**src/source/soc_defines.svh**
```systemverilog
//**************************************************
// Address map of the peripheral fabric
// Windows must not overlap and must end below 2^32
// UART offsets are relative to SOC_UART_BASE
//**************************************************
`ifndef SOC_DEFINES_SVH
`define SOC_DEFINES_SVH

// On-chip RAM, 32 KB of 32-bit words
`define SOC_RAM_BASE  32'h0002_0000
`define SOC_RAM_SIZE  32'h0000_8000
`define SOC_RAM_WORDS 8192

`define SOC_LED_BASE  32'h1000_0000
`define SOC_LED_SIZE  32'h1000_0000

// UART data is write only, status is read only
`define SOC_UART_BASE       32'h2000_0000
`define SOC_UART_SIZE       32'h1000_0000
`define SOC_UART_DATA_OFS   32'h0000_0000
`define SOC_UART_STATUS_OFS 32'h0000_0004
`define SOC_UART_BUSY_BIT   0

`endif

```
**src/source/soc_pkg.sv**
```systemverilog
//**************************************************
// Shared types of the processor port and APB fabric
// One APB request bus is shared by all completers
//**************************************************
`default_nettype none

package soc_pkg;

  // Target of a processor request
  typedef enum logic [1:0] {
    REGION_RAM,
    REGION_LED,
    REGION_UART,
    REGION_NONE
  } region_e;

  typedef struct packed {
    logic [31:0] addr;
    logic        write;
    logic [31:0] wdata;
  } cpu_req_t;

  // Request after address decode, offset is relative to the window base
  typedef struct packed {
    region_e     region;
    logic [31:0] offset;
    logic        write;
    logic [31:0] wdata;
  } decoded_req_t;

  typedef struct packed {
    logic [31:0] paddr;
    logic        pwrite;
    logic [31:0] pwdata;
    logic        penable;
  } apb_req_t;

  typedef struct packed {
    logic [31:0] prdata;
    logic        pready;
    logic        pslverr;
  } apb_rsp_t;

endpackage

`default_nettype wire

```
**src/source/led_regs.sv**
```systemverilog
//**************************************************
// LED register on APB, zero wait
// Every offset in the window maps to one register
//**************************************************
`timescale 1ns/1ns
`default_nettype none

module led_regs
  import soc_pkg::*;
(
  input  wire logic     CLOCK_50_B5B,
  input  wire logic     i_reset,
  input  wire logic     i_psel,
  input  wire apb_req_t i_apb,
  output apb_rsp_t      o_rsp,
  output logic [9:0]    o_leds
);

  always_ff @(posedge CLOCK_50_B5B) begin
    if (i_reset) begin
      o_leds <= '0;
    end else if (i_psel && i_apb.penable && i_apb.pwrite) begin
      // Only the low ten bits reach the red LEDs
      o_leds <= i_apb.pwdata[9:0];
    end
  end

  assign o_rsp = '{prdata: {22'b0, o_leds}, pready: 1'b1, pslverr: 1'b0};

endmodule

`default_nettype wire

```
**config.mk**
```make
export PLATFORM = sky130hd
export DESIGN_NAME = led_regs
export DESIGN_NICKNAME = d
export VERILOG_FILES = /design/src/source/soc_defines.svh /design/src/source/soc_pkg.sv /design/src/source/led_regs.sv
export SDC_FILE = /design/constraint.sdc
export NUM_CORES = 1
export LEC_CHECK = 0
export BUFFER_PORTS_ARGS = -buffer_cell sky130_fd_sc_hd__buf_2
export CORE_MARGIN = 8
export CORE_UTILIZATION = 31
export CTS_BUF_LIST = sky130_fd_sc_hd__clkbuf_4 sky130_fd_sc_hd__clkbuf_8
export DETAILED_ROUTE_END_ITERATION = 12
export HOLD_SLACK_MARGIN = 0.06
export PLACE_DENSITY = 0.95
export SKIP_CTS_REPAIR_TIMING = 1
export SLEW_MARGIN = 20
export SYNTH_ARGS = -nofsm -noshare
export SYNTH_HDL_FRONTEND = slang
export SYNTH_SLANG_ARGS = --single-unit
```
**constraint.sdc**
```tcl
create_clock -name CLOCK_50_B5B -period 1.6 [get_ports CLOCK_50_B5B]
set_input_delay 0 -clock CLOCK_50_B5B [delete_from_list [all_inputs] [get_ports CLOCK_50_B5B]]
set_output_delay 0 -clock CLOCK_50_B5B [all_outputs]
set_load 0.005 [all_outputs]
```
* Yosys cells after proc, flatten, opt, wreduce, memory -nomap -nowiden *
Cells that the tools add are included.

cells by class
  reductions and logical operators = 2

operators with widths
  kind                 number
  $logic_and A1 B1 Y1  2

word-level totals
  bits in registers = 10
  bits of input ports = 69
  output and inout port bits = 44
  word-level logic and storage cells = 3

* Depth between registers and ports, before layout *
  depth after elaboration = 2
  depth in mapped cells = 3
  gate-level depth less buffers = 2

* Worst setup path before layout *
No wires, ideal clock.

  kind = register -> register
  start point = register o_leds[0] (netlist name)
  end point = register o_leds[0]
  library setup time = 0.072 ns
  data arrival time = 0.490 ns
  data required time = 1.528 ns
  path slack = 1.039 ns
  cell stages (with the launch flop) = 3
  path buffers = 0
  period minus slack after synthesis = 0.561 ns
  path through = dfxtp_1 nand2b_1 mux2i_1

RTL lines
  item                  RTL line        source
  end signal, assigned  led_regs.sv:24  o_leds <= i_apb.pwdata[9:0];
  end, declared         led_regs.sv:16  output logic [9:0] o_leds

* Worst setup path in the final report *
  start point = register o_leds[5]
  end point = output port o_rsp[7] in the netlist's numbering

RTL lines
  item           RTL line        source
  end, declared  led_regs.sv:15  output apb_rsp_t o_rsp,

No word-level cell between the ends.

==> impl_results.md <==
* Top cell type's share of synthesized area at 35.5%
* Final critical-path required period at 743 ps
* Gr usage total at 6.43%
* Design Area, Final at 855 um2
* Commonest cells post-synth: buf_4, nand2b_1, dfxtp_1, mux2i_1
* Worst setup SP type: register
* Cell leakage power at 0.000448 uW
* Final Hold Fails at 0
* Antenna diodes at 0
* Sw frac at 24.2%
* Synth async-reset ratio at 0%
* GP Congestion at 0.636
* Largest net degree at the start of global routing at 21
* DPL Wire Length at 1200 um
* Comb pwr share at 19.5%
* CTS H-tree depth at 1
* CP Buf/Inv Count at 1
* Total CTS buffers at 3
* Synth Register Bits at 10
* Main flop type after synthesis: dfxtp_1
* DRT antenna net count at 0
* Worst Skew at 0 ps
* Crit Path Max Fanout at 3
* Count leader, synth: buf_4
* Die Area at 4110 um2
* Final nets at 183
* RSZ-0062 raised after global routing: no
* Biggest register: o_leds
* Die Height at 64.1 um
* Clock transition at the registers of the reported paths at 60 ps
* Crit share post-route at 46.4%
* Max reg flops at 10
* Crit path required time at 1600 ps
* Post-Syn Instances at 80
* Final core occ at 38.6%
* Worst-path cell chain: buf_2
* Vias in the first global route at 487
* Routed Wire Length at 1530 um
* Ports at 113
* Synthesized area at 718 um2
* Crit Path Class: register to primary output
* Final setup viols at 0
* DR vias at 505
* Pre-Repair DR Iteration Count at 3
* Clock Latency Late Sink at 250 ps
* Worst stage delay on the critical path at 360 ps
* Pins Over Slew Limit at 0
* NetSw at 128 uW
* Hold Path Class: primary input to register
* Clock root buffer: clkbuf_4
* Area post-placement at 732 um2
* Syn avg cell area at 8.98 um2
* Layout cell share with drive strength beyond 1 at 33.9%
* Number of synthesized flops with an enable pin at 0
* Fillcell total at 230
* Area leader, netlist: buf_4
* Clock Sinks at 10
* # DRC at 0
* Initial antenna violation count at 0
* Total gr overflow at 0
* Status: finished, final reports clean
* Fmax at 1350 MHz
* Seq/Total Area, Yosys at 27.9%
* Cell area power density at 620 nW/um2
* Syn. warnings at 0
* First-pass GRT wire length at 2150 um
* CP delay by family, top: flip-flops
* Top area cells in the synthesized netlist: buf_4, dfxtp_1, nand2b_1
* CTS tree: done
* Core area at 2210 um2
* Crit. End Element: primary output
* Die Wd at 64.1 um
* Slowest CP cell: dfxtp_1
* Synth-to-Final Area Change at 19.0%
* Fin Setup TNS at 0 ps
* Largest registers: o_leds: 10 flops
* P_int at 402 uW
* Number of port buffers at 34
* VDD IR-drop max at 0.361 mV
* Deepest clock path buffer count at 2
* # rows at 17
* DR vias/cell at 3.61
* CP Data Arrival Time at 740 ps
* Maxcap violations at 0
* Sequential power share at 49.8%
* Clock power frac at 30.7%
* Drt wl/cell at 10.9 um
* Cell variety after synth at 8
* Initial Util at 32.5%
* DRT iter0 DRCs at 4
[cell usage in the layout, fill, tap and decap left out, drive strengths merged]
cell,instances
and3,1
dfxtp,10
clkbuf,3
nand2b,20
buf,34
conb,24
dlygate4sd3,10
mux2i,10
[power by group through the flow]
| stage | logic, uW | clock network [uW] | registers [uW] |
|---|---|---|---|
| 6_report | 103 | 163 | 264 |
| 5_1_grt | 116 | 190 | 265 |
| 4_1_cts | 83.1 | 178 | 264 |
| 3_5_place_dp | 83.3 | 0 | 269 |
| 3_3_place_gp | 81.9 | 0 | 269 |
| 2_1_floorplan | 101 | 0 | 270 |
[kinds of logic (layout without fill, tap and decap cells)]
group                  after synthesis  in the layout  synth area share [%]
buffers and inverters               37             47                  38.2
and+or+nand+nor                     21             21                  19.0
muxes                               10             10                  13.9
DFF                                 10             10                  27.9
other                                2             24                  1.05
[worst reg2reg max path: stages, from the launching register on]
cell      delay, ps
dfxtp_1         350
nand2b_1         70
mux2i_1         140
[final cells by class]
class	count	area [um2]	area share, %
well taps	28	35.0	4.10
repair buffers	44	270	31.6
flip-flops and latches	10	200	23.4
multi-input cells	55	327	38.2
clock buffers	3	22.5	2.64
[per-layer routing]
metal | share of wire, % | vias up | GRT usage [%]
met5 | 0 | - | 0
met1 | 35 | 211 | 5.61
li1 | - | 256 | -
met3 | 17 | 0 | 6.10
met2 | 47 | 38 | 11.3
met4 | 0 | 0 | 0
[stage by stage]
stage | total power [uW] | hold WS (ps) | std cells | setup slack [ps]
2_1_floorplan | 371 | 155 | 102 | 1040
3_3_place_gp | 351 | 263 | 127 | 949
4_1_cts | 525 | -16.4 | 130 | 844
5_1_grt | 571 | 208 | 140 | 800
3_5_place_dp | 353 | 267 | 127 | 913
6_report | 530 | 201 | 140 | 857
[path summary, 6_finish.rpt]
check,slack [ps],cells after the start,from,to
setup / recovery,860,1,o_leds[5]$_SDFFE_PP0P_,o_rsp[7]
hold / removal,200,3,i_reset,o_leds[5]$_SDFFE_PP0P_
setup reg to reg,960,2,o_leds[2]$_SDFFE_PP0P_,o_leds[2]$_SDFFE_PP0P_
hold reg to reg,480,2,o_leds[8]$_SDFFE_PP0P_,o_leds[8]$_SDFFE_PP0P_
(Power assumes the default switching activity.)
