==> src/source/soc_defines.svh <==
//**************************************************
// Address map of the peripheral fabric
// Windows must not overlap and must end below 2^32
// UART offsets are relative to SOC_UART_BASE
//**************************************************
`ifndef SOC_DEFINES_SVH
`define SOC_DEFINES_SVH

// On-chip RAM, 32 KB of 32-bit words
`define SOC_RAM_BASE  32'h0002_0000
`define SOC_RAM_SIZE  32'h0000_8000
`define SOC_RAM_WORDS 8192

`define SOC_LED_BASE  32'h1000_0000
`define SOC_LED_SIZE  32'h1000_0000

// UART data is write only, status is read only
`define SOC_UART_BASE       32'h2000_0000
`define SOC_UART_SIZE       32'h1000_0000
`define SOC_UART_DATA_OFS   32'h0000_0000
`define SOC_UART_STATUS_OFS 32'h0000_0004
`define SOC_UART_BUSY_BIT   0

`endif

==> src/source/soc_pkg.sv <==
//**************************************************
// Shared types of the processor port and APB fabric
// One APB request bus is shared by all completers
//**************************************************
`default_nettype none

package soc_pkg;

  // Target of a processor request
  typedef enum logic [1:0] {
    REGION_RAM,
    REGION_LED,
    REGION_UART,
    REGION_NONE
  } region_e;

  typedef struct packed {
    logic [31:0] addr;
    logic        write;
    logic [31:0] wdata;
  } cpu_req_t;

  // Request after address decode, offset is relative to the window base
  typedef struct packed {
    region_e     region;
    logic [31:0] offset;
    logic        write;
    logic [31:0] wdata;
  } decoded_req_t;

  typedef struct packed {
    logic [31:0] paddr;
    logic        pwrite;
    logic [31:0] pwdata;
    logic        penable;
  } apb_req_t;

  typedef struct packed {
    logic [31:0] prdata;
    logic        pready;
    logic        pslverr;
  } apb_rsp_t;

endpackage

`default_nettype wire

==> src/source/address_decoder.sv <==
//**************************************************
// Combinational address decoder
// Addresses outside all windows decode to NONE
// with a zero offset
//**************************************************
`timescale 1ns/1ns
`default_nettype none

`include "soc_defines.svh"

module address_decoder
  import soc_pkg::*;
(
  input  wire cpu_req_t     i_req,
  output decoded_req_t      o_dec
);

  // Base inclusive, end exclusive
  function automatic logic in_window(
    input logic [31:0] addr,
    input logic [31:0] base,
    input logic [31:0] size
  );
    return (addr >= base) && ((addr - base) < size);
  endfunction

  always_comb begin
    o_dec.write = i_req.write;
    o_dec.wdata = i_req.wdata;

    if (in_window(i_req.addr, `SOC_RAM_BASE, `SOC_RAM_SIZE)) begin
      o_dec.region = REGION_RAM;
      o_dec.offset = i_req.addr - `SOC_RAM_BASE;
    end else if (in_window(i_req.addr, `SOC_LED_BASE, `SOC_LED_SIZE)) begin
      o_dec.region = REGION_LED;
      o_dec.offset = i_req.addr - `SOC_LED_BASE;
    end else if (in_window(i_req.addr, `SOC_UART_BASE, `SOC_UART_SIZE)) begin
      o_dec.region = REGION_UART;
      o_dec.offset = i_req.addr - `SOC_UART_BASE;
    end else begin
      // Unmapped, no APB transfer follows
      o_dec.region = REGION_NONE;
      o_dec.offset = '0;
    end
  end

endmodule

`default_nettype wire

==> config.mk <==
export PLATFORM = sky130hd
export DESIGN_NAME = address_decoder
export DESIGN_NICKNAME = d
export VERILOG_FILES = /design/src/source/soc_pkg.sv /design/src/source/address_decoder.sv
export VERILOG_INCLUDE_DIRS = /design/src /design/src/source
export SDC_FILE = /design/constraint.sdc
export NUM_CORES = 1
export LEC_CHECK = 0
export ABC_CLOCK_PERIOD_IN_PS = 5500
export BUFFER_PORTS_ARGS = -buffer_cell sky130_fd_sc_hd__buf_2
export CAP_MARGIN = 20
export CORE_ASPECT_RATIO = 0.8
export CORE_MARGIN = 3
export CORE_UTILIZATION = 37
export DETAILED_ROUTE_END_ITERATION = 16
export GPL_TIMING_DRIVEN = 0
export PLACE_DENSITY = 0.91
export SLEW_MARGIN = 10
export SYNTH_ARGS = -nofsm -noshare
export SYNTH_HDL_FRONTEND = slang
export SYNTH_SLANG_ARGS = --single-unit
==> constraint.sdc <==
create_clock -name vclk -period 5.5
set_input_delay 0.55 -clock vclk [all_inputs]
set_output_delay 0.55 -clock vclk [all_outputs]
set_load 0.02 [all_outputs]
**Yosys cells after proc, flatten, opt, wreduce, memory -nomap -nowiden**

Index checks and enable logic that the tools add are counted.

- Bits in registers: 0
- Input bits: 65
- Output and inout bits: 67
- Word-level logic and storage cells: 15

- Add/sub/neg operators: 3
- $lt $le $gt $ge: 6
- Mux-type cells: 3
- Reductions and logical operators: 3

Operator list:

| kind | number |
|---|---|
| $mux 34 | 2 |
| $lt 32x29->1 const B | 2 |
| $mux 33 | 1 |
| $ge 32x18->1 const B | 1 |
| $ge 32x29->1 const B | 1 |
| $ge 32x30->1 const B | 1 |
| $lt 32x16->1 const B | 1 |
| $sub 32x18->32 const B | 1 |
| $sub 32x29->32 const B | 1 |
| $sub 32x30->32 const B | 1 |
| $logic_and 1x1->1 | 3 |

**Longest topological paths before layout**

- Depth after elaboration: 6
- Mapped depth: 8
- Depth with buffers taken out: 7

**Least setup slack after synthesis**

No wires, ideal clock.

- Path kind: input port to output port
- From: in i_req[62] in the netlist's numbering
- To: out o_dec[50] in the netlist's numbering
- Arrival time: 2060 ps
- Data required time: 4950 ps
- Slack: 2890 ps
- Cell stages on the path: 8
- Path through: inv_1 -> ha_1 -> a21boi_1 -> xor2_1 -> nor2_2 -> a21oi_2 -> buf_6 -> nor3b_2

RTL lines:

| item | RTL line | text |
|---|---|---|
| start: declaration | address_decoder.sv:14 | `input wire cpu_req_t i_req,` |
| end: declaration | address_decoder.sv:15 | `output decoded_req_t o_dec` |

==> out/metrics.csv <==
metric;value;unit
outcome;finished clean;
path_buf_inv;4;
place_hpwl;2771;µm
die-area;3498;µm²
cp.depth;10;
post_cts_buffers;0;
cpMaxStageDelayCell;a21oi_2;
max_freq;319.2;MHz
multiInputGateArea;720.7;µm²
chipHeight;53.50;µm
yosys-top-cells-area;buf_4, a21boi_2, ha_1;
antenna_found_initial;0;
synth_cell_types;36;
drtAntennaViolNets;0;
viasPerCell;4.634;
slew_viol_final;0;
ff_latch_area;0;µm²
power.density;79.35;nW/µm²
seq_cells;0;
drive_gt1_frac;0.6943;
wire_per_inst;11.49;µm
final.setup.tns;0;ns
path_max_fanout;10;
area_delta_synth_final;51.20;%
setup_slack;2.367;ns
drc;0;
seq_area_frac_synth;0;
rows;16;
power;0.0001252;W
crit_path_start_kind;input port;
postCtsHoldBufs;0;
hold_depth;2;
critPathKind;input port to output pin;
die_x;65.38;µm
grt.total_usage;0.1548;
synth_top_area_cell;buf_4;
grt_pass1_wl;4491;µm
antenna_cells;0;
end_kind;output pin;
cp_data_arrival_time;2.58;ns
path_common_cell;buf_2;
io_pins;132;
clock_buffers;0;
place_ws;2.387;ns
final-hold-violation-count;0;
max_stage_delay;0.41;ns
synthCells;131;
grt_pass1_vias;1066;
n_fill_cell;265;
crit_chain;buf_2 > inv_1 > ha_1 > a21boi_1 > xor2_1 > nor2_2 > a21oi_2 > buf_4 > a21boi_2 > buf_2;
num_vias;1228;
rsz0062_at_grt;false;
finalCritPeriodShare;0.5696;
grt-ovfl-total;0;
placed_cell_area;1578;µm²
ir_drop;0.03558;mV
ys_warn_count;0;
final-setup-viol-count;0;
cts.repair.resized;0;
maxCapViolCount;0;
final_util;0.6157;
synth.avg_cell_area;7.966;µm²
p_leak;0.8808;nW
gp_congestion;0.7955;
port_buffers;97;
nets;303;
fin_crit;3.133;ns
cpLargestDelayFamily;buffers and inverters;
drt_first_pass_iters;4;
final_cell_area;1578;µm²
start_util;0.4072;
grt_max_degree;11;
worst_pin_slew;0.5122;ns
min_path_type;input port to output pin;
design.core.area;2562;µm²
slew_headroom;0.6586;
drt_iter0_drc;24;
synth_area;1044;µm²
cp.required;4.95;ns
finalWirelength;3045;µm
synth_top_area_frac;0.2590;
==> Yosys cell counts <==
| master | n |
|---|---|
| a211oi_1 | 1 |
| a21boi_1 | 2 |
| a21boi_2 | 15 |
| a21oi_1 | 1 |
| a21oi_2 | 1 |
| a2bb2oi_1 | 1 |
| a41o_1 | 1 |
| and2_1 | 2 |
| and3_1 | 1 |
| and3b_1 | 1 |
| and4b_1 | 1 |
| buf_4 | 36 |
| buf_6 | 3 |
| conb_1 | 1 |
| ha_1 | 7 |
| inv_1 | 6 |
| nand2_1 | 5 |
| nand3_1 | 1 |
| nand4_1 | 3 |
| nand4b_1 | 1 |
| nor2_1 | 3 |
| nor2_2 | 1 |
| nor2b_1 | 10 |
| nor2b_4 | 1 |
| nor3_1 | 5 |
| nor3b_2 | 1 |
| nor3b_4 | 1 |
| nor4_1 | 6 |
| nor4_4 | 1 |
| nor4b_1 | 1 |
| o2111ai_2 | 1 |
| o21a_1 | 3 |
| o21ai_0 | 1 |
| o21ai_2 | 1 |
| xnor2_1 | 3 |
| xor2_1 | 2 |
==> logic make-up after synthesis <==
| group | share of synthesized area |
|---|---|
| other cells | 0.003594 |
| xor+xnor | 0.04197 |
| fa+ha+maj | 0.08393 |
| simple gates | 0.2938 |
| buf+inv | 0.3129 |
| compound gates | 0.2638 |
==> area by class of cell <==
type,instances,area share
buffer,39,0.1927
inverter,6,0.01427
multi-input combinational,87,0.4568
tap,36,0.02855
timing repair buffer,97,0.3077
==> through the flow <==
step	cells	hold WS [ns]
global placement	265	1.318
floorplan	132	1.213
global route	265	1.324
detailed placement	265	1.319
CTS	265	1.319
finish	265	1.318
==> worst paths after layout <==
kind | from | to | slack (ns)
setup / recovery | i_req[62] | o_dec[39] | 2.37
hold / removal | i_req[13] | o_dec[13] | 1.32
==> per-layer routing <==
layer | global-route usage | wire, µm | vias up
met1 | 0.1894 | 1147 | 537
met4 | 0 | 0 | 0
met5 | 0 | 0 | -
met2 | 0.3109 | 1564 | 69
met3 | 0.01486 | 333 | 0
li1 | - | - | 622
==> report_power, final <==
group / total, W / switching (W) / internal [W]
sequential: 0 / 0 / 0
clock: 0 / 0 / 0
combinational: 0.000125 / 0.0000683 / 0.0000569
total: 0.000125 / 0.0000683 / 0.0000569
==> placed cells by master, fill, tap and decap left out, drive strengths merged, types with 3 or more instances in the layout <==
cell,netlist,routed
nor4,7,7
a21boi,17,17
inv,6,6
buf,39,136
o21a,3,3
nor2,4,4
nor2b,11,11
xnor2,3,3
nand4,3,3
ha,7,7
nor3,5,5
nand2,5,5
No activity file was read; power rests on OpenSTA's default activity.
