==> src/source/soc_defines.svh <==
//**************************************************
// Address map of the peripheral fabric
// Windows must not overlap and must end below 2^32
// UART offsets are relative to SOC_UART_BASE
//**************************************************
`ifndef SOC_DEFINES_SVH
`define SOC_DEFINES_SVH

// On-chip RAM, 32 KB of 32-bit words
`define SOC_RAM_BASE  32'h0002_0000
`define SOC_RAM_SIZE  32'h0000_8000
`define SOC_RAM_WORDS 8192

`define SOC_LED_BASE  32'h1000_0000
`define SOC_LED_SIZE  32'h1000_0000

// UART data is write only, status is read only
`define SOC_UART_BASE       32'h2000_0000
`define SOC_UART_SIZE       32'h1000_0000
`define SOC_UART_DATA_OFS   32'h0000_0000
`define SOC_UART_STATUS_OFS 32'h0000_0004
`define SOC_UART_BUSY_BIT   0

`endif

==> src/source/soc_pkg.sv <==
//**************************************************
// Shared types of the processor port and APB fabric
// One APB request bus is shared by all completers
//**************************************************
`default_nettype none

package soc_pkg;

  // Target of a processor request
  typedef enum logic [1:0] {
    REGION_RAM,
    REGION_LED,
    REGION_UART,
    REGION_NONE
  } region_e;

  typedef struct packed {
    logic [31:0] addr;
    logic        write;
    logic [31:0] wdata;
  } cpu_req_t;

  // Request after address decode, offset is relative to the window base
  typedef struct packed {
    region_e     region;
    logic [31:0] offset;
    logic        write;
    logic [31:0] wdata;
  } decoded_req_t;

  typedef struct packed {
    logic [31:0] paddr;
    logic        pwrite;
    logic [31:0] pwdata;
    logic        penable;
  } apb_req_t;

  typedef struct packed {
    logic [31:0] prdata;
    logic        pready;
    logic        pslverr;
  } apb_rsp_t;

endpackage

`default_nettype wire

==> src/source/uart_tx.sv <==
//**************************************************
// UART transmitter on APB, 8N1 framing
// A data write stalls with pready low while busy
// Wrong direction or unknown offset gives pslverr
//**************************************************
`timescale 1ns/1ns
`default_nettype none

`include "soc_defines.svh"

module uart_tx
  import soc_pkg::*;
#(
  parameter int UART_CLKS_PER_BIT = 5208
) (
  input  wire logic     CLOCK_50_B5B,
  input  wire logic     i_reset,
  input  wire logic     i_psel,
  input  wire apb_req_t i_apb,
  output apb_rsp_t      o_rsp,
  output logic          o_uart_tx
);

  localparam int CNT_W = $clog2(UART_CLKS_PER_BIT + 1);

  logic             busy;
  logic [8:0]       shift_q;
  logic [3:0]       bit_cnt;
  logic [CNT_W-1:0] clk_cnt;
  logic             is_data;
  logic             is_status;
  logic             bad_access;
  logic             load;
  logic [31:0]      status;

  assign is_data    = (i_apb.paddr == `SOC_UART_DATA_OFS);
  assign is_status  = (i_apb.paddr == `SOC_UART_STATUS_OFS);
  assign bad_access = !((is_data && i_apb.pwrite) || (is_status && !i_apb.pwrite));
  assign load = i_psel && i_apb.penable && i_apb.pwrite && is_data && !busy;

  always_comb begin
    status = '0;
    status[`SOC_UART_BUSY_BIT] = busy;
    o_rsp.pslverr = bad_access;
    o_rsp.prdata  = (is_status && !bad_access) ? status : '0;
    // Back-pressure only for a valid data write
    o_rsp.pready  = bad_access || is_status || !busy;
  end

  always_ff @(posedge CLOCK_50_B5B) begin
    if (i_reset) begin
      busy      <= 1'b0;
      o_uart_tx <= 1'b1;
      bit_cnt   <= '0;
      clk_cnt   <= '0;
    end else if (load) begin
      busy      <= 1'b1;
      o_uart_tx <= 1'b0;
      bit_cnt   <= '0;
      clk_cnt   <= '0;
    end else if (busy) begin
      if (clk_cnt == CNT_W'(UART_CLKS_PER_BIT - 1)) begin
        clk_cnt <= '0;
        // Stop bit has been held for a full period
        if (bit_cnt == 4'd9) begin
          busy <= 1'b0;
        end else begin
          o_uart_tx <= shift_q[0];
          bit_cnt   <= bit_cnt + 4'd1;
        end
      end else begin
        clk_cnt <= clk_cnt + CNT_W'(1);
      end
    end
  end

  // Data LSB first, stop bit on top, ones fill in behind
  always_ff @(posedge CLOCK_50_B5B) begin
    if (load) begin
      shift_q <= {1'b1, i_apb.pwdata[7:0]};
    end else if (busy && (clk_cnt == CNT_W'(UART_CLKS_PER_BIT - 1))) begin
      shift_q <= {1'b1, shift_q[8:1]};
    end
  end

endmodule

`default_nettype wire
==> config.mk <==
export PLATFORM = sky130hd
export DESIGN_NAME = uart_tx
export DESIGN_NICKNAME = d
export VERILOG_FILES = /design/src/source/soc_pkg.sv /design/src/source/uart_tx.sv
export VERILOG_INCLUDE_DIRS = /design/src /design/src/source
export SDC_FILE = /design/constraint.sdc
export NUM_CORES = 1
export LEC_CHECK = 0
export ABC_AREA = 1
export BUFFER_PORTS_ARGS = -buffer_cell sky130_fd_sc_hd__buf_4
export CORE_ASPECT_RATIO = 0.7
export CORE_UTILIZATION = 47
export CTS_CLUSTER_SIZE = 28
export DETAILED_ROUTE_END_ITERATION = 8
export PLACE_DENSITY = 0.81
export SLEW_MARGIN = 0
export SYNTH_ARGS = -nofsm -noshare
export SYNTH_HDL_FRONTEND = slang
export SYNTH_SLANG_ARGS = --single-unit
==> constraint.sdc <==
create_clock -name CLOCK_50_B5B -period 4.7 [get_ports CLOCK_50_B5B]
set_input_delay 0 -clock CLOCK_50_B5B [delete_from_list [all_inputs] [get_ports CLOCK_50_B5B]]
set_output_delay 0 -clock CLOCK_50_B5B [all_outputs]
set_load 0.02 [all_outputs]
-- Word-level counts from Yosys, hierarchy flattened
Index checks and enable logic that the tools add are counted.
- reductions and logical operators: 21
- equal/unequal tests: 4
- $add $sub $neg: 2
- mux-type cells: 12
- bitwise logic cells: 1
- operators by type and width (operator ; count):
    $eq 32x3->1 const B ; 1
    $logic_not 32->1 ; 1
    $mux 8 ; 2
    $add 13x1->13 const B ; 1
    $eq 13x13->1 const B ; 1
    $mux 13 ; 1
    $mux 1 ; 9
    $logic_and 1x1->1 ; 8
    $reduce_and 3->1 ; 2
    $reduce_bool 2->1 ; 3
    $add 4x1->4 const B ; 1
    $eq 4x4->1 const B ; 1
    $logic_not 1->1 ; 3
    $logic_or 1x1->1 ; 3
    $ne 2x2->1 const B ; 1
    $reduce_or 2->1 ; 1
    $not 1->1 ; 1
- register bits: 27
- output and inout port bits: 35
- bits of input ports: 69

-- Logic depth before layout (Yosys ltp)
- depth after elaboration: 6
- gate-level depth with buffers: 10

-- Least setup slack after synthesis
Ideal clock, no wire load.
- path type: register -> register
- start point: register clk_cnt[0]
- end point: register shift_q[0] (enable)
- arrival: 1.285 ns
- clock period less this slack: 1.614 ns
- setup slack: 3.086 ns
- data required time: 4.371 ns
- buffers on the path: 0
- setup time: 0.329 ns
- stages on the path, launching flop included: 8
- cells stage by stage: dfxtp_1 ha_1 nand2_1 nor2_1 inv_2 nor2_1 nand2_1 nand2_1
- cells in the longest elaborated chain, start to end: 3
- ends and longest elaborated chain (item ; RTL line ; RTL):
    start, declared ; uart_tx.sv:29 ; logic [CNT_W-1:0] clk_cnt;
    start signal, assigned ; uart_tx.sv:72 ; clk_cnt <= clk_cnt + CNT_W'(1);
    $eq 13x13->1 ; uart_tx.sv:81 ; end else if (busy && (clk_cnt == CNT_W'(UART_CLKS_PER_BIT - 1))) begin
    $logic_and 1x1->1 ; uart_tx.sv:81 ;
    $reduce_bool 2->1 (no line) ; - ;
    end signal, assigned ; uart_tx.sv:80 ; shift_q <= {1'b1, i_apb.pwdata[7:0]};
    end signal, assigned ; uart_tx.sv:82 ; shift_q <= {1'b1, shift_q[8:1]};
    end, declared ; uart_tx.sv:27 ; logic [8:0] shift_q;
Every way passes these cells.
A chain may end at the register's enable or synchronous reset.

-- Worst setup path after layout
Same ends and word-level chain as after synthesis.

==> parameters.txt <==
Parameter                              Value

Floorplan
  Number of top-level pins ... around 100
  Effective utilization at floorplan ... 48.9%
  Placement row count ... 19
  Chip Width ... 78.4 um
  Standard cell core area ... roughly 4000 um^2
  Chip height ... around 55 um
  Die area ... 4350 um^2

Worst setup path
  Category of the critical setup timing path ... reg -> reg
  Category of the worst setup path capture point ... register
  Required time of the critical path ... ~4700 ps
  Data arrival, critical path ... around 1800 ps
  Startpoint kind of the worst setup timing path ... register
  Peak fanout along the critical path ... 8

Timing
  Fin. Hold Viols ... 0
  Setup repair after global routing missed its margin ... no
  Minimum clock period after layout ... between 1500 and 2000 ps
  Ratio of final minimum period to clock period ... 39.6%
  Maximum frequency from static timing analysis ... ~0.54 GHz
  Final Max Tran Viols ... 0
  Fin Hold WS ... around 280 ps
  Final setup slack of the worst path ... ~2800 ps
  Clk_skew ... 5.18 ps
  Setup TNS ... 0 ps
  Setup-violating endpoint count in the final report ... 0

Clock tree
  Number of buffers inserted by post-CTS setup repair ... 0
  H-tree depth reported by CTS ... 1
  Clock buffers created by TritonCTS ... 3
  Clock Root Buffer ... sky130_fd_sc_hd__clkbuf_8
  Sinks on the clock net ... 27
  Clock input transition at the sequential cells of the worst setup and hold paths ... roughly 100 ps
  Clock latency at the later pin of the worst-skew pair ... approximately 280 ps
  Number of cells upsized or downsized after cts ... 0
  CTS Buffer Depth ... 2
  Clock tree from TritonCTS ... yes

Global routing
  Met1 GRT Util ... approximately 28%
  Vias in the first global route ... ~1600
  Antenna violations before repair ... 0
  Met3 layer usage reported by global route ... 4.79%
  Wire length of the first global-routing pass ... ~7000 um
  Busiest layer in global routing ... met2
  GRT Resource Usage Total ... between 20 and 25%
  GRT overflow ... 0
  Pin count of the biggest net entering global routing ... 17
  GRT met2 Usage ... about a third

Routing
  DR WL/cell ... between 9 and 10 um
  Drt first pass iters ... 6
  Number of routed nets with antenna violations ... 0
  Via density per instance ... roughly 4.4
  Number of design-rule violations left by the first detailed-router iteration ... 120
  Wire length reported by the detailed router ... roughly 3900 um
  Routed vias ... 1745
  Residual DRC ... 2

Logic synthesis
  Number of warnings reported in the yosys synthesis log ... 0
  Mean instance size in the synthesized netlist ... around 6.7 um^2
  Seq cells post-synth ... 27
  Distinct cell type count after synthesis ... 25
  Synthesized instance count ... 287
  Mapped cell area ... 1920 um^2
  Share of synthesized area occupied by flip-flops and latches ... between 30 and 40%

Flow run
  Count of maximum capacitance violations ... 0

Final layout
  # nets final ... around 420
  Fillers ... about 370
  Area added between synthesis and finish ... 21.2%
  Antenna Cells ... 0
  Most frequent cells in the layout ... sky130_fd_sc_hd__nand2_1, sky130_fd_sc_hd__nor2_1, sky130_fd_sc_hd__buf_4, sky130_fd_sc_hd__conb_1, sky130_fd_sc_hd__inv_1
  Fin cells ... around 400
  Most frequent standard cell in the layout excluding fill and tap cells ... sky130_fd_sc_hd__nand2_1
  Area used by multi-input combinational logic ... a little over 1000 um^2
  Final non-filler cell area ... around 2300 um^2
  Proportion of layout cells with a drive suffix above 1 ... 19.8%
  Footprint of the flip-flops and latches ... between 600 and 700 um^2
  Utilization after layout ... around 59%

Place
  Gp weighted congestion ... 0.838
  Detailed Place HPWL ... 3030 um
  Total cell area at the placement stage ... ~2200 um^2
  Count of input and output buffers ... 48
  Total instance count after detailed placement ... around 380
  Place WS ... 2870 ps

Pwr
  Areal power density over the cells ... between 150 and 200 nW/um^2
  Maximum vdd drop ... ~130 uV
  Post-route total power ... around 440 uW
  Leakage dissipation ... 1.07 nW

Outcome
  Violations in the final reports ... DRC
  Status ... finished with violations

Worst hold path
  Hold Crit Class ... in -> reg
==> final timing paths <==
check                                             to  slack, ps                      from  cells past startpoint
worst min-delay path                 busy$_SDFF_PP0_        280                  i_apb[0]                      5
worst max-delay path            shift_q[0]$_DFFE_PP_       2840   clk_cnt[0]$_SDFFE_PP0P_                      7
worst max register to register  shift_q[0]$_DFFE_PP_       2840   clk_cnt[0]$_SDFFE_PP0P_                      7
worst min register to register  shift_q[6]$_DFFE_PP_        530  shift_q[7]$_SDFFCE_PP1P_                      2
==> where the power goes <==
group,switching [mW],internal (mW),total (mW)
logic,0.0362,0.0310,0.0672
registers,0.00000000000568,0.238,0.238
clock network,0.0776,0.0604,0.138
==> kinds of logic after synthesis <==
kind of cell,Yosys count,share of synthesized area [%]
DFF,27,32.3
xor gates and xnor gates,9,4.11
buffers and inverters,69,20.7
other,1,0.195
adders and majority gates,3,1.96
AOI/OAI and AO/OA,9,2.48
and+or+nand+nor,169,38.2
==> metal layers <==
metal	part of all wire (%)	vias to the layer above
met5	0	-
met4	1.9	0
met3	3.6	11
met2	45	35
met1	49	768
li1	-	931
==> synthesized netlist by cell type <==
library cell	n	share of area, %
sky130_fd_sc_hd__a21boi_1	1	0.39
sky130_fd_sc_hd__buf_4	33	13
sky130_fd_sc_hd__or2_1	1	0.33
sky130_fd_sc_hd__nand2_1	72	14
sky130_fd_sc_hd__conb_1	1	0.20
sky130_fd_sc_hd__nand3_2	2	1.0
sky130_fd_sc_hd__nand4_1	5	1.6
sky130_fd_sc_hd__xnor2_1	1	0.46
sky130_fd_sc_hd__and2_1	1	0.33
sky130_fd_sc_hd__inv_1	28	5.5
sky130_fd_sc_hd__nand4_2	1	0.65
sky130_fd_sc_hd__inv_2	6	1.2
sky130_fd_sc_hd__nand3_1	19	5.0
sky130_fd_sc_hd__ha_1	3	2.0
sky130_fd_sc_hd__xor2_1	8	3.7
sky130_fd_sc_hd__nor2_4	3	1.8
sky130_fd_sc_hd__o21ai_0	5	1.3
sky130_fd_sc_hd__dfxtp_1	19	20
sky130_fd_sc_hd__buf_6	2	1.2
sky130_fd_sc_hd__nor2_2	2	0.65
sky130_fd_sc_hd__nand2_2	2	0.65
sky130_fd_sc_hd__nor3_1	3	0.78
sky130_fd_sc_hd__a21oi_1	3	0.78
sky130_fd_sc_hd__nor2_1	58	11
sky130_fd_sc_hd__edfxtp_1	8	13
==> final cells by class <==
| type | instances | area share, % |
|---|---|---|
| clock buffer | 3 | 1.78 |
| clock inverter | 1 | 0.323 |
| inverter | 34 | 5.49 |
| multi-input combinational | 221 | 43.6 |
| sequential | 27 | 26.7 |
| tap | 52 | 2.80 |
| timing repair buffer | 57 | 19.4 |
==> repair_timing <==
action / in CTS / in global routing
hold buffers: 9 / 0
endpoints found under the hold margin: 10 / 0
endpoints found under the setup margin: 0 / 0
==> state kept, by name, indices dropped and copies added (netlist names) <==
register / flops
bit_cnt: 4
busy: 1
clk_cnt: 13
o_uart_tx: 1
shift_q: 8
==> worst max-delay path, cell delays in order (launching register included) <==
cell and delay, ps:
sky130_fd_sc_hd__dfxtp_1 400, sky130_fd_sc_hd__ha_1 270, sky130_fd_sc_hd__nand2_1 80, sky130_fd_sc_hd__nor2_1 210, sky130_fd_sc_hd__inv_2 40, sky130_fd_sc_hd__nor2_1 140, sky130_fd_sc_hd__nand2_1 100, sky130_fd_sc_hd__nand2_1 300
Power figures use the tool's default switching activity.
